==> config.mk <==
export PLATFORM = sky130hd
export DESIGN_NAME = aluPipeTop
export DESIGN_NICKNAME = d
export VERILOG_FILES = /design/src/source/aluPkg.sv /design/src/source/aluControl.sv /design/src/source/aluPipeTop.sv /design/src/source/executeStage.sv /design/src/source/instrQueue.sv /design/src/source/issueStage.sv
export SDC_FILE = /design/constraint.sdc
export NUM_CORES = 2
export LEC_CHECK = 0
export BUFFER_PORTS_ARGS = -buffer_cell sky130_fd_sc_hd__buf_2
export CELL_PAD_IN_SITES_DETAIL_PLACEMENT = 1
export CELL_PAD_IN_SITES_GLOBAL_PLACEMENT = 1
export CORE_MARGIN = 2
export CORE_UTILIZATION = 44
export CTS_CLUSTER_DIAMETER = 40
export DETAILED_ROUTE_END_ITERATION = 10
export PLACE_DENSITY_LB_ADDON = 0.1
export SKIP_CTS_REPAIR_TIMING = 1
export SLEW_MARGIN = 10
export SYNTH_ARGS = -nofsm -noshare
export SYNTH_HDL_FRONTEND = slang
export SYNTH_SLANG_ARGS = --single-unit
==> constraint.sdc <==
create_clock -name clk -period 9.4 [get_ports clk]
set_input_delay 0.94 -clock clk [delete_from_list [all_inputs] [get_ports clk]]
set_output_delay 0.94 -clock clk [all_outputs]
set_load 0.02 [all_outputs]
==> src/source/aluPkg.sv <==
package aluPkg;

	// operand and result width
	parameter int DataWidth = 32;
	// request tag width
	parameter int TagWidth = 8;

	// main decode result, one per opcode group
	typedef enum logic [2:0] {
		opRType,
		opAdd,
		opAnd,
		opOr,
		opXor,
		opSlt,
		opLui,
		opIllegal
	} aluOpE;

	// alu function, r-type members carry the mips funct code
	typedef enum logic [5:0] {
		fnSll     = 6'b000000,
		fnSrl     = 6'b000010,
		fnJr      = 6'b001000,
		fnLui     = 6'b001111,
		fnMul     = 6'b011000,
		fnAdd     = 6'b100000,
		fnSub     = 6'b100010,
		fnAnd     = 6'b100100,
		fnOr      = 6'b100101,
		fnXor     = 6'b100110,
		fnNor     = 6'b100111,
		fnSlt     = 6'b101010,
		fnIllegal = 6'b111111
	} aluFuncE;

	// request as seen by the queue
	typedef struct packed {
		logic [31:0]          instr;
		logic [DataWidth-1:0] rsValue;
		logic [DataWidth-1:0] rtValue;
		logic [TagWidth-1:0]  tag;
	} instrReqS;

	// issue stage output
	typedef struct packed {
		aluOpE                aluOp;
		logic [5:0]           funct;
		logic [4:0]           shamt;
		logic [DataWidth-1:0] opA;
		// rt value or extended immediate
		logic [DataWidth-1:0] opB;
		logic [4:0]           destReg;
		logic [TagWidth-1:0]  tag;
	} decodedS;

	// alu control output, funct and op folded into aluFunc
	typedef struct packed {
		aluFuncE              aluFunc;
		logic [4:0]           shamt;
		logic [DataWidth-1:0] opA;
		logic [DataWidth-1:0] opB;
		logic [4:0]           destReg;
		logic [TagWidth-1:0]  tag;
	} ctrlS;

	// one result record
	typedef struct packed {
		logic [DataWidth-1:0] result;
		logic [4:0]           destReg;
		logic [TagWidth-1:0]  tag;
		logic                 illegal;
	} resultS;

endpackage

==> src/source/aluControl.sv <==
`timescale 1ns/1ps

module aluControl (
	input  logic            clk,
	input  logic            arstN,
	input  logic            decValid,
	input  aluPkg::decodedS decoded,
	output logic            ctrlValid,
	output aluPkg::ctrlS    ctrl
);

	aluPkg::aluFuncE funcNext;

	always_comb begin
		case (decoded.aluOp)
			// r-type, funct code picks the function
			aluPkg::opRType: begin
				case (decoded.funct)
					6'b100000: funcNext = aluPkg::fnAdd;
					6'b100010: funcNext = aluPkg::fnSub;
					6'b011000: funcNext = aluPkg::fnMul;
					6'b100100: funcNext = aluPkg::fnAnd;
					6'b100101: funcNext = aluPkg::fnOr;
					6'b100111: funcNext = aluPkg::fnNor;
					6'b100110: funcNext = aluPkg::fnXor;
					6'b000000: funcNext = aluPkg::fnSll;
					6'b000010: funcNext = aluPkg::fnSrl;
					6'b101010: funcNext = aluPkg::fnSlt;
					6'b001000: funcNext = aluPkg::fnJr;
					// unlisted funct
					default:   funcNext = aluPkg::fnIllegal;
				endcase
			end
			// i-type ops map one to one
			aluPkg::opAdd: funcNext = aluPkg::fnAdd;
			aluPkg::opAnd: funcNext = aluPkg::fnAnd;
			aluPkg::opOr:  funcNext = aluPkg::fnOr;
			aluPkg::opXor: funcNext = aluPkg::fnXor;
			aluPkg::opSlt: funcNext = aluPkg::fnSlt;
			aluPkg::opLui: funcNext = aluPkg::fnLui;
			default:       funcNext = aluPkg::fnIllegal;
		endcase
	end

	always_ff @(posedge clk or negedge arstN) begin
		if (!arstN) begin
			ctrlValid <= 1'b0;
		end else begin
			ctrlValid <= decValid;
		end
	end

	always_ff @(posedge clk) begin
		if (decValid) begin
			ctrl.aluFunc <= funcNext;
			ctrl.shamt   <= decoded.shamt;
			ctrl.opA     <= decoded.opA;
			ctrl.opB     <= decoded.opB;
			ctrl.tag     <= decoded.tag;
			// jr writes no register
			ctrl.destReg <= (funcNext == aluPkg::fnJr) ? 5'd0 : decoded.destReg;
		end
	end

endmodule

==> src/source/aluPipeTop.sv <==
`timescale 1ns/1ps

module aluPipeTop #(
	parameter int QueueDepth = 4,
	parameter int OutCredits = 2
) (
	input  logic             clk,
	input  logic             arstN,
	input  logic             inValid,
	input  aluPkg::instrReqS inReq,
	input  logic             outCredit,
	output logic             inCredit,
	output logic             outValid,
	output aluPkg::resultS   outRes
);

	// queue to issue
	aluPkg::instrReqS head;
	logic             notEmpty;
	logic             pop;

	// issue to control to execute
	logic             decValid;
	aluPkg::decodedS  decoded;
	logic             ctrlValid;
	aluPkg::ctrlS     ctrl;

	instrQueue #(
		.QueueDepth(QueueDepth)
	) i_instrQueue (
		.clk     (clk),
		.arstN   (arstN),
		.inValid (inValid),
		.inReq   (inReq),
		.pop     (pop),
		.head    (head),
		.notEmpty(notEmpty),
		.inCredit(inCredit)
	);

	issueStage #(
		.OutCredits(OutCredits)
	) i_issueStage (
		.clk      (clk),
		.arstN    (arstN),
		.head     (head),
		.notEmpty (notEmpty),
		.outCredit(outCredit),
		.pop      (pop),
		.decValid (decValid),
		.decoded  (decoded)
	);

	aluControl i_aluControl (
		.clk      (clk),
		.arstN    (arstN),
		.decValid (decValid),
		.decoded  (decoded),
		.ctrlValid(ctrlValid),
		.ctrl     (ctrl)
	);

	executeStage i_executeStage (
		.clk      (clk),
		.arstN    (arstN),
		.ctrlValid(ctrlValid),
		.ctrl     (ctrl),
		.outValid (outValid),
		.outRes   (outRes)
	);

endmodule

==> src/source/executeStage.sv <==
`timescale 1ns/1ps

module executeStage (
	input  logic           clk,
	input  logic           arstN,
	input  logic           ctrlValid,
	input  aluPkg::ctrlS   ctrl,
	output logic           outValid,
	output aluPkg::resultS outRes
);

	logic [aluPkg::DataWidth-1:0] resNext;
	logic                         illegalNext;
	logic                         sltBit;

	// signed compare for slt and slti
	assign sltBit = $signed(ctrl.opA) < $signed(ctrl.opB);

	always_comb begin
		illegalNext = 1'b0;
		case (ctrl.aluFunc)
			aluPkg::fnAdd: resNext = ctrl.opA + ctrl.opB;
			aluPkg::fnSub: resNext = ctrl.opA - ctrl.opB;
			// low half of the product only
			aluPkg::fnMul: resNext = ctrl.opA * ctrl.opB;
			aluPkg::fnAnd: resNext = ctrl.opA & ctrl.opB;
			aluPkg::fnOr:  resNext = ctrl.opA | ctrl.opB;
			aluPkg::fnNor: resNext = ~(ctrl.opA | ctrl.opB);
			aluPkg::fnXor: resNext = ctrl.opA ^ ctrl.opB;
			// shifts work on rt by shamt
			aluPkg::fnSll: resNext = ctrl.opB << ctrl.shamt;
			aluPkg::fnSrl: resNext = ctrl.opB >> ctrl.shamt;
			aluPkg::fnSlt: resNext = {{(aluPkg::DataWidth - 1){1'b0}}, sltBit};
			// jr hands back rs
			aluPkg::fnJr:  resNext = ctrl.opA;
			// lui immediate already shifted at issue
			aluPkg::fnLui: resNext = ctrl.opB;
			default: begin
				resNext     = '0;
				illegalNext = 1'b1;
			end
		endcase
	end

	always_ff @(posedge clk or negedge arstN) begin
		if (!arstN) begin
			outValid <= 1'b0;
		end else begin
			outValid <= ctrlValid;
		end
	end

	// result record, loaded only with a valid item
	always_ff @(posedge clk) begin
		if (ctrlValid) begin
			outRes.result  <= resNext;
			outRes.tag     <= ctrl.tag;
			outRes.illegal <= illegalNext;
			// illegal result writes nothing
			outRes.destReg <= illegalNext ? 5'd0 : ctrl.destReg;
		end
	end

	// function chosen upstream must be known whenever an item is valid
	assert property (@(posedge clk) disable iff (!arstN)
		ctrlValid |-> !$isunknown(ctrl.aluFunc))
	else $error("executeStage: unknown alu function on a valid item");

endmodule

==> src/source/instrQueue.sv <==
`timescale 1ns/1ps

module instrQueue #(
	parameter int QueueDepth = 4
) (
	input  logic             clk,
	input  logic             arstN,
	input  logic             inValid,
	input  aluPkg::instrReqS inReq,
	input  logic             pop,
	output aluPkg::instrReqS head,
	output logic             notEmpty,
	output logic             inCredit
);

	// pointer width, at least one bit for a single entry
	localparam int PtrWidth = (QueueDepth > 1) ? $clog2(QueueDepth) : 1;
	localparam int CntWidth = $clog2(QueueDepth + 1);

	// storage, no reset on payload
	aluPkg::instrReqS mem [QueueDepth];

	logic [PtrWidth-1:0] wrPtr;
	logic [PtrWidth-1:0] rdPtr;
	logic [CntWidth-1:0] count;

	// head is read straight from storage
	assign head     = mem[rdPtr];
	assign notEmpty = (count != '0);

	always_ff @(posedge clk) begin
		if (inValid) begin
			mem[wrPtr] <= inReq;
		end
	end

	always_ff @(posedge clk or negedge arstN) begin
		if (!arstN) begin
			wrPtr    <= '0;
			rdPtr    <= '0;
			count    <= '0;
			inCredit <= 1'b0;
		end else begin
			// wrap by compare, depth need not be a power of two
			if (inValid) begin
				wrPtr <= (wrPtr == PtrWidth'(QueueDepth - 1)) ? '0 : wrPtr + 1'b1;
			end
			if (pop) begin
				rdPtr <= (rdPtr == PtrWidth'(QueueDepth - 1)) ? '0 : rdPtr + 1'b1;
			end
			// simultaneous write and pop leaves count alone
			case ({inValid, pop})
				2'b10:   count <= count + 1'b1;
				2'b01:   count <= count - 1'b1;
				default: count <= count;
			endcase
			// one credit back per freed slot, a cycle late
			inCredit <= pop;
		end
	end

	// sender must respect its credits, so no write into a full buffer
	assert property (@(posedge clk) disable iff (!arstN)
		!(inValid && (count == CntWidth'(QueueDepth)) && !pop))
	else $error("instrQueue: write while full");

endmodule

==> src/source/issueStage.sv <==
`timescale 1ns/1ps

module issueStage #(
	parameter int OutCredits = 2
) (
	input  logic             clk,
	input  logic             arstN,
	input  aluPkg::instrReqS head,
	input  logic             notEmpty,
	input  logic             outCredit,
	output logic             pop,
	output logic             decValid,
	output aluPkg::decodedS  decoded
);

	localparam int CrdWidth = $clog2(OutCredits + 1);

	logic [CrdWidth-1:0] creditCnt;
	aluPkg::decodedS     decNext;

	// instruction fields
	logic [5:0]  opcode;
	logic [4:0]  rt;
	logic [4:0]  rd;
	logic [15:0] imm;

	assign opcode = head.instr[31:26];
	assign rt     = head.instr[20:16];
	assign rd     = head.instr[15:11];
	assign imm    = head.instr[15:0];

	// issue only with an output credit in hand
	assign pop = notEmpty && (creditCnt != '0);

	always_comb begin
		decNext.funct = head.instr[5:0];
		decNext.shamt = head.instr[10:6];
		decNext.opA   = head.rsValue;
		decNext.tag   = head.tag;
		decNext.opB   = head.rtValue;
		decNext.destReg = rt;
		case (opcode)
			// r-type, funct decides later
			6'b000000: begin
				decNext.aluOp   = aluPkg::opRType;
				decNext.destReg = rd;
			end
			// addi, lw: sign extended add
			6'b001000, 6'b100011: begin
				decNext.aluOp = aluPkg::opAdd;
				decNext.opB   = {{(aluPkg::DataWidth - 16){imm[15]}}, imm};
			end
			// sw writes no register
			6'b101011: begin
				decNext.aluOp   = aluPkg::opAdd;
				decNext.opB     = {{(aluPkg::DataWidth - 16){imm[15]}}, imm};
				decNext.destReg = 5'd0;
			end
			// slti
			6'b001010: begin
				decNext.aluOp = aluPkg::opSlt;
				decNext.opB   = {{(aluPkg::DataWidth - 16){imm[15]}}, imm};
			end
			// andi, ori, xori take zero extension
			6'b001100: begin
				decNext.aluOp = aluPkg::opAnd;
				decNext.opB   = {{(aluPkg::DataWidth - 16){1'b0}}, imm};
			end
			6'b001101: begin
				decNext.aluOp = aluPkg::opOr;
				decNext.opB   = {{(aluPkg::DataWidth - 16){1'b0}}, imm};
			end
			6'b001110: begin
				decNext.aluOp = aluPkg::opXor;
				decNext.opB   = {{(aluPkg::DataWidth - 16){1'b0}}, imm};
			end
			// lui, immediate into the upper half
			6'b001111: begin
				decNext.aluOp = aluPkg::opLui;
				decNext.opB   = aluPkg::DataWidth'({imm, 16'h0000});
			end
			default: begin
				decNext.aluOp   = aluPkg::opIllegal;
				decNext.destReg = 5'd0;
			end
		endcase
	end

	always_ff @(posedge clk or negedge arstN) begin
		if (!arstN) begin
			creditCnt <= CrdWidth'(OutCredits);
			decValid  <= 1'b0;
		end else begin
			// pop and return in one cycle cancel out
			case ({pop, outCredit})
				2'b10:   creditCnt <= creditCnt - 1'b1;
				2'b01:   creditCnt <= creditCnt + 1'b1;
				default: creditCnt <= creditCnt;
			endcase
			decValid <= pop;
		end
	end

	// payload, loaded on pop only
	always_ff @(posedge clk) begin
		if (pop) begin
			decoded <= decNext;
		end
	end

	// receiver never returns more than it granted, counter stays in range
	assert property (@(posedge clk) disable iff (!arstN)
		(creditCnt <= CrdWidth'(OutCredits)) &&
		!(outCredit && !pop && (creditCnt == CrdWidth'(OutCredits))))
	else $error("issueStage: output credit counter out of range");

endmodule
Word-level counts from Yosys, hierarchy flattened
Memories as Yosys holds them, arrays and structs flattened.
Cells that the tools add are included.
- add/subtract/negate cells: 8
- multiply operators: 1
- $lt $le $gt $ge: 1
- equal/unequal tests: 42
- shifts and indexed selects: 2
- mux-type cells: 13
- bitwise operators: 4
- reduce and logical (&&, ||, !) cells: 14
- operator list (operator ; count):
    one-hot mux 32 bit (12 select lines) ; 1
    equality test 6 bit, second input constant ; 16
    one-hot mux 32 bit (3 select lines) ; 1
    one-hot mux 6 bit (11 select lines) ; 1
    equality test 6 x 4 -> 1 bit, second input constant ; 10
    one-hot mux 6 bit (7 select lines) ; 1
    adder 32 bit ; 1
    AND 32 bit ; 1
    < comparator 32 bit ; 1
    multiplier 32 x 32 -> 32 bit ; 1
    NOT 32 bit ; 1
    bitwise OR 32 bit ; 1
    left shift 32 x 5 -> 32 bit ; 1
    right shift 32 x 5 -> 32 bit ; 1
    subtractor 32 bit ; 1
    XOR 32 bit ; 1
    one-hot mux 3 bit (7 select lines) ; 1
    logical NOT 6 bit ; 3
    equality test 6 x 2 -> 1 bit, second input constant ; 2
    equality test 6 x 5 -> 1 bit, second input constant ; 2
    OR reduction 12 bit ; 1
    one-hot mux 5 bit (2 select lines) ; 1
    equality test 3 bit, second input constant ; 3
    equality test 2 bit, second input constant ; 4
    18 further kinds ; 28
- flip-flop bits (word level): 237
- bits in writable memories: 416
- input port bits: 108
- output and inout port bits: 48
- logic and storage cells: 110
- memories: 1
- memory list (name ; depth ; bits a word ; rd ports ; clocked after memory_dff ; wr ports ; RTL line ; RTL):
    i_instrQueue.mem ; 4 ; 104 ; 1 ; 0 ; 1 ; instrQueue.sv:21 ; aluPkg::instrReqS mem [QueueDepth];

Longest topological paths before layout
- word-level depth: 4
- depth in mapped cells: 29
- depth with buffers taken out: 26

By module
Synthesis repeated with hierarchy kept, for this count alone.
- cell total of the unflattened synthesis: 4044
- area, all modules: 46842.4 um^2
- by module, submodules not included (module ; times used ; cells each ; area an instance (um^2) ; sequential area each (um^2)):
    executeStage ; 1 ; 3158 ; 25026.5 ; 1406.3
    instrQueue ; 1 ; 583 ; 15438.6 ; 12692.2
    issueStage ; 1 ; 173 ; 3449.6 ; 2808.9
    aluControl ; 1 ; 130 ; 2927.8 ; 2667.6

Worst setup path before layout
Ideal clock, no wire load.
- path kind: register -> register
- from: register, netlist name i_aluControl.ctrl[15]
- to: register, netlist name i_executeStage.outRes[45]
- setup time: 0.271 ns
- arrival: 6.978 ns
- required time: 9.129 ns
- path slack: 2.151 ns
- stages on the path, launching flop included: 27
- path buffers: 3
- clock period less this slack: 7.249 ns
- cells stage by stage: edfxtp_1 > clkbuf_1 > inv_1 > clkbuf_1 > nor2_1 > fa_1 > inv_1 > fa_1 > fa_1 > fa_1 > inv_1 > fa_1 > inv_1 > fa_1 > inv_1 > fa_1 > fa_1 > ha_1 > clkbuf_1 > nand2_1 > nor4_1 > o211ai_1 > a31oi_1 > o211ai_1 > a21o_1 > a31oi_1 > o221ai_2
- cells in the longest elaborated chain, start to end: 2
- elaborated cells between the ends (all ways): 6
- classes of those cells: add/sub: 2; mul: 1; shift: 2; mux: 1
- RTL lines (element ; RTL line ; RTL):
    multiplier 32 x 32 -> 32 bit (tied with other cells) ; executeStage.sv:25 ; aluPkg::fnMul: resNext = ctrl.opA * ctrl.opB;
    one-hot mux 32 bit (12 select lines) (*) ; executeStage.sv:21 ; case (ctrl.aluFunc)
    via i_executeStage.resNext, one bit ; executeStage.sv:12 ; logic [aluPkg::DataWidth-1:0] resNext;
The timed path passes the listed nets; every way through them passes the cells marked *.
A chain may end at the register's enable or synchronous reset.

Final worst setup path
- from: register, netlist name i_aluControl.ctrl[24]
- to: register, netlist name i_executeStage.outRes[44]
- cells in the longest elaborated chain, start to end: 2
- elaborated cells between the ends (all ways): 6
- classes of those cells: add/sub: 2; mul: 1; shift: 2; mux: 1
- RTL lines (element ; RTL line):
    multiplier 32 x 32 -> 32 bit (tied with other cells) ; executeStage.sv:25
    one-hot mux 32 bit (12 select lines) (*) ; executeStage.sv:21
    via i_executeStage.resNext, one bit ; executeStage.sv:12
Marked as above.

==> impl_results.md <==
* Outcome: finished, final reports clean
* Synth Net Count at 4744
* Io pins at 156
* Crit path required time at 9.77 ns
* Worst path max stage delay at 0.79 ns
* Tot GR Track Use at 0.3211
* H-tree Lvls at 3
* Die Ht at 329.4 um
* Post-synthesis cell type count at 96
* Count leader, synth: edfxtp_1
* Average wire per standard cell at 30.46 um
* Crit-path leading delay family: adder cells
* Most used DFF post-synth: edfxtp_1
* Minimum clock period at 8.397 ns
* Sequential fraction of the synthesis area at 0.4067
* DP HPWL at 128500 um
* Core Area at 0.1051 mm^2
* Total gr overflow at 0
* Initial antenna violation count at 16
* Yosys reg bits at 633
* R2R Path End: i_executeStage.outRes[44]
* NumNets Final at 4909
* Clock latency on the worst-skew pair at 0.66 ns
* Cell accounting for the most synthesized area: edfxtp_1
* Sink Count at 633
* Area Growth Syn to Fin at 12.22%
* CTS tree: built
* Critical-path top delay cell: clkinv_1
* Worst r2r path cells at 21
* Share of layout cells above drive strength 1 at 0.1559
* DRC Markers at 0
* EDFF count, synth at 621
* Setup Skew at 0.04732 ns
* Rows at 119
* Detail-routed via count per cell at 5.920
* Number of global-route vias before repair at 35569
* Fin crit share at 0.8933
* Largest cells by area after synthesis: edfxtp_1 (40%), fa_1 (18%), mux4_2 (6.4%), ha_1 (6.1%), inv_1 (3.9%)
* Ys Warns at 0
* Endpoints failing setup at 0
* Starting Density at 0.4432
* Async SR Flop Fraction at 0.01896
* Global-route wire length before repair at 250400 um
* Total die area at 0.1085 mm^2
* Die Width at 329.4 um
* Critical setup path kind: reg -> reg
* Relative slew slack at 0.2254
* FILL cells at 11049
* Largest net degree at the start of global routing at 87
* TritonRoute pass-1 iters at 6
* Post-DRT Antenna Nets at 0
* Final wirelength at 171400 um
* Root buffer cell: clkbuf_16
* 1st-iter DRT viols at 2734
* Top cells by count, synth: edfxtp_1 (621), inv_1 (481), nor2_1 (450)
* Worst-path clk slew at 0.06 ns
* Critical path arrival at 8.77 ns
* RePlAce Congestion at 1.022
* CP startpoint kind: flip-flop
* Total CTS buffers at 84
* Reg2Reg Setup Slack at 1.00 ns
* Synth Cell Area at 0.04659 mm^2
* CP Max Fanout at 15
* Setup TNS after final layout at 0 ns
* RSZ-0062 raised after global routing: false
* Cells along the critical path: clkinv_1, buf_4, nor2_1, fa_1, inv_1, fa_1, fa_1, fa_1, fa_1, fa_1, fa_1, fa_1, inv_1, ha_1, nand2b_1, or3_1, nor3_1, a22o_1, or4_1, a21oi_1, o2111ai_1
* Port Buffers at 150
* Via count at 33316
* Syn_area_per_cell at 11.65 um^2
* Fmax at 0.1191 GHz
* Crit-path most repeated cell: fa_1
* Final Max Slew Viols at 0
* Worst slew pin tran at 1.153 ns
* Gate Count Post-Synth at 3999
* Max Root-Sink Buffers at 3
* R2r startpoint: i_aluControl.ctrl[24]
* Share of the synthesized area in the top cell type at 0.4002
* Final Hold Vio Count at 0
* Worst min-delay path category: in -> async
* CP Buf/Inv Count at 4
* Max-Cap Viols at 0
* Crit path capture type: flip-flop
[state kept, by name (all words and copies together) (netlist names)]
signal	flops
i_issueStage.decoded	91
i_instrQueue.wrPtr	2
i_aluControl.ctrl	88
i_aluControl.ctrlValid	1
i_issueStage.decValid	1
i_issueStage.creditCnt	2
i_executeStage.outValid	1
i_instrQueue.rdPtr	2
i_executeStage.outRes	46
i_instrQueue.count	3
i_instrQueue.mem	396
[layout make-up]
type / count / area [um^2] / area share
inverter: 499 / 1876 / 0.03587
multi-input combinational: 2629 / 24860 / 0.4754
sequential: 633 / 18960 / 0.3627
timing repair buffer: 317 / 2017 / 0.03858
clock buffer: 98 / 2186 / 0.04181
tap: 1391 / 1740 / 0.03329
clock inverter: 57 / 636.9 / 0.01218
antenna: 4 / 10.01 / 0.0001914
[worst max-delay path by stage]
stage	slack (ns)	startpoint	end	depth (start not counted)
6_report	1.00	i_aluControl.ctrl[24]	i_executeStage.outRes[44]	21
5_1_grt	0.84	i_aluControl.ctrl[24]	i_executeStage.outRes[45]	23
4_1_cts	1.11	i_aluControl.ctrl[24]	i_executeStage.outRes[44]	21
3_5_place_dp	1.12	i_aluControl.ctrl[24]	i_executeStage.outRes[44]	21
3_3_place_gp	1.17	i_aluControl.ctrl[24]	i_executeStage.outRes[44]	21
2_1_floorplan	2.15	i_aluControl.ctrl[15]	i_executeStage.outRes[45]	26
[layer usage]
metal | GRT usage | wire (um)
met5 | 0 | 116
met4 | 0.1711 | 10630
met3 | 0.05058 | 10480
met2 | 0.5117 | 79460
met1 | 0.4241 | 70760
[stage by stage]
| stage | instance area (um^2) | util | hold slack, ns | instances | worst slack, ns |
|---|---|---|---|---|---|
| finish | 52290 | 0.4974 | 0.1505 | 5628 | 1.003 |
| global route | 52280 | 0.4973 | 0.1449 | 5626 | 0.8395 |
| CTS | 52280 | 0.4973 | 0.1233 | 5624 | 1.112 |
| detailed placement | 49450 | 0.4704 | 0.4052 | 5469 | 1.116 |
| global placement | 49450 | 0.4704 | 0.4014 | 5469 | 1.171 |
| floorplan | 46590 | - | 0.4003 | 3999 | 2.151 |
[cell families (layout without fill, tap and decap cells)]
family | after synthesis | in the layout | synth area share
and+or+nand+nor | 1000 | 1000 | 0.09053
buffers and inverters | 737 | 971 | 0.06091
AOI/OAI and AO/OA | 676 | 676 | 0.1029
adders and majority gates | 637 | 637 | 0.2373
DFF | 633 | 633 | 0.4067
muxes | 229 | 229 | 0.08502
xor gates and xnor gates | 87 | 87 | 0.01665
other | 0 | 4 | 0
[layout by cell type, fill, tap and decap left out, types with 32 or more instances in the layout]
cell type  synthesis  routed
nor2_1           450     447
edfxtp_1         621     621
ha_1             226     226
a21oi_1          118     118
clkbuf_16          0      85
mux2i_1           83      83
fa_1             411     411
mux4_2           132     132
o21ai_0          141     141
a22oi_1           32      32
buf_2             32     150
xnor2_1           67      67
buf_4              2     166
nand2_1          365     365
a21o_1            33      33
inv_1            481     480
Power is left out: the tool's default activity adds up to more than one toggle a clock period on the data nets, which glitch-free logic cannot reach.
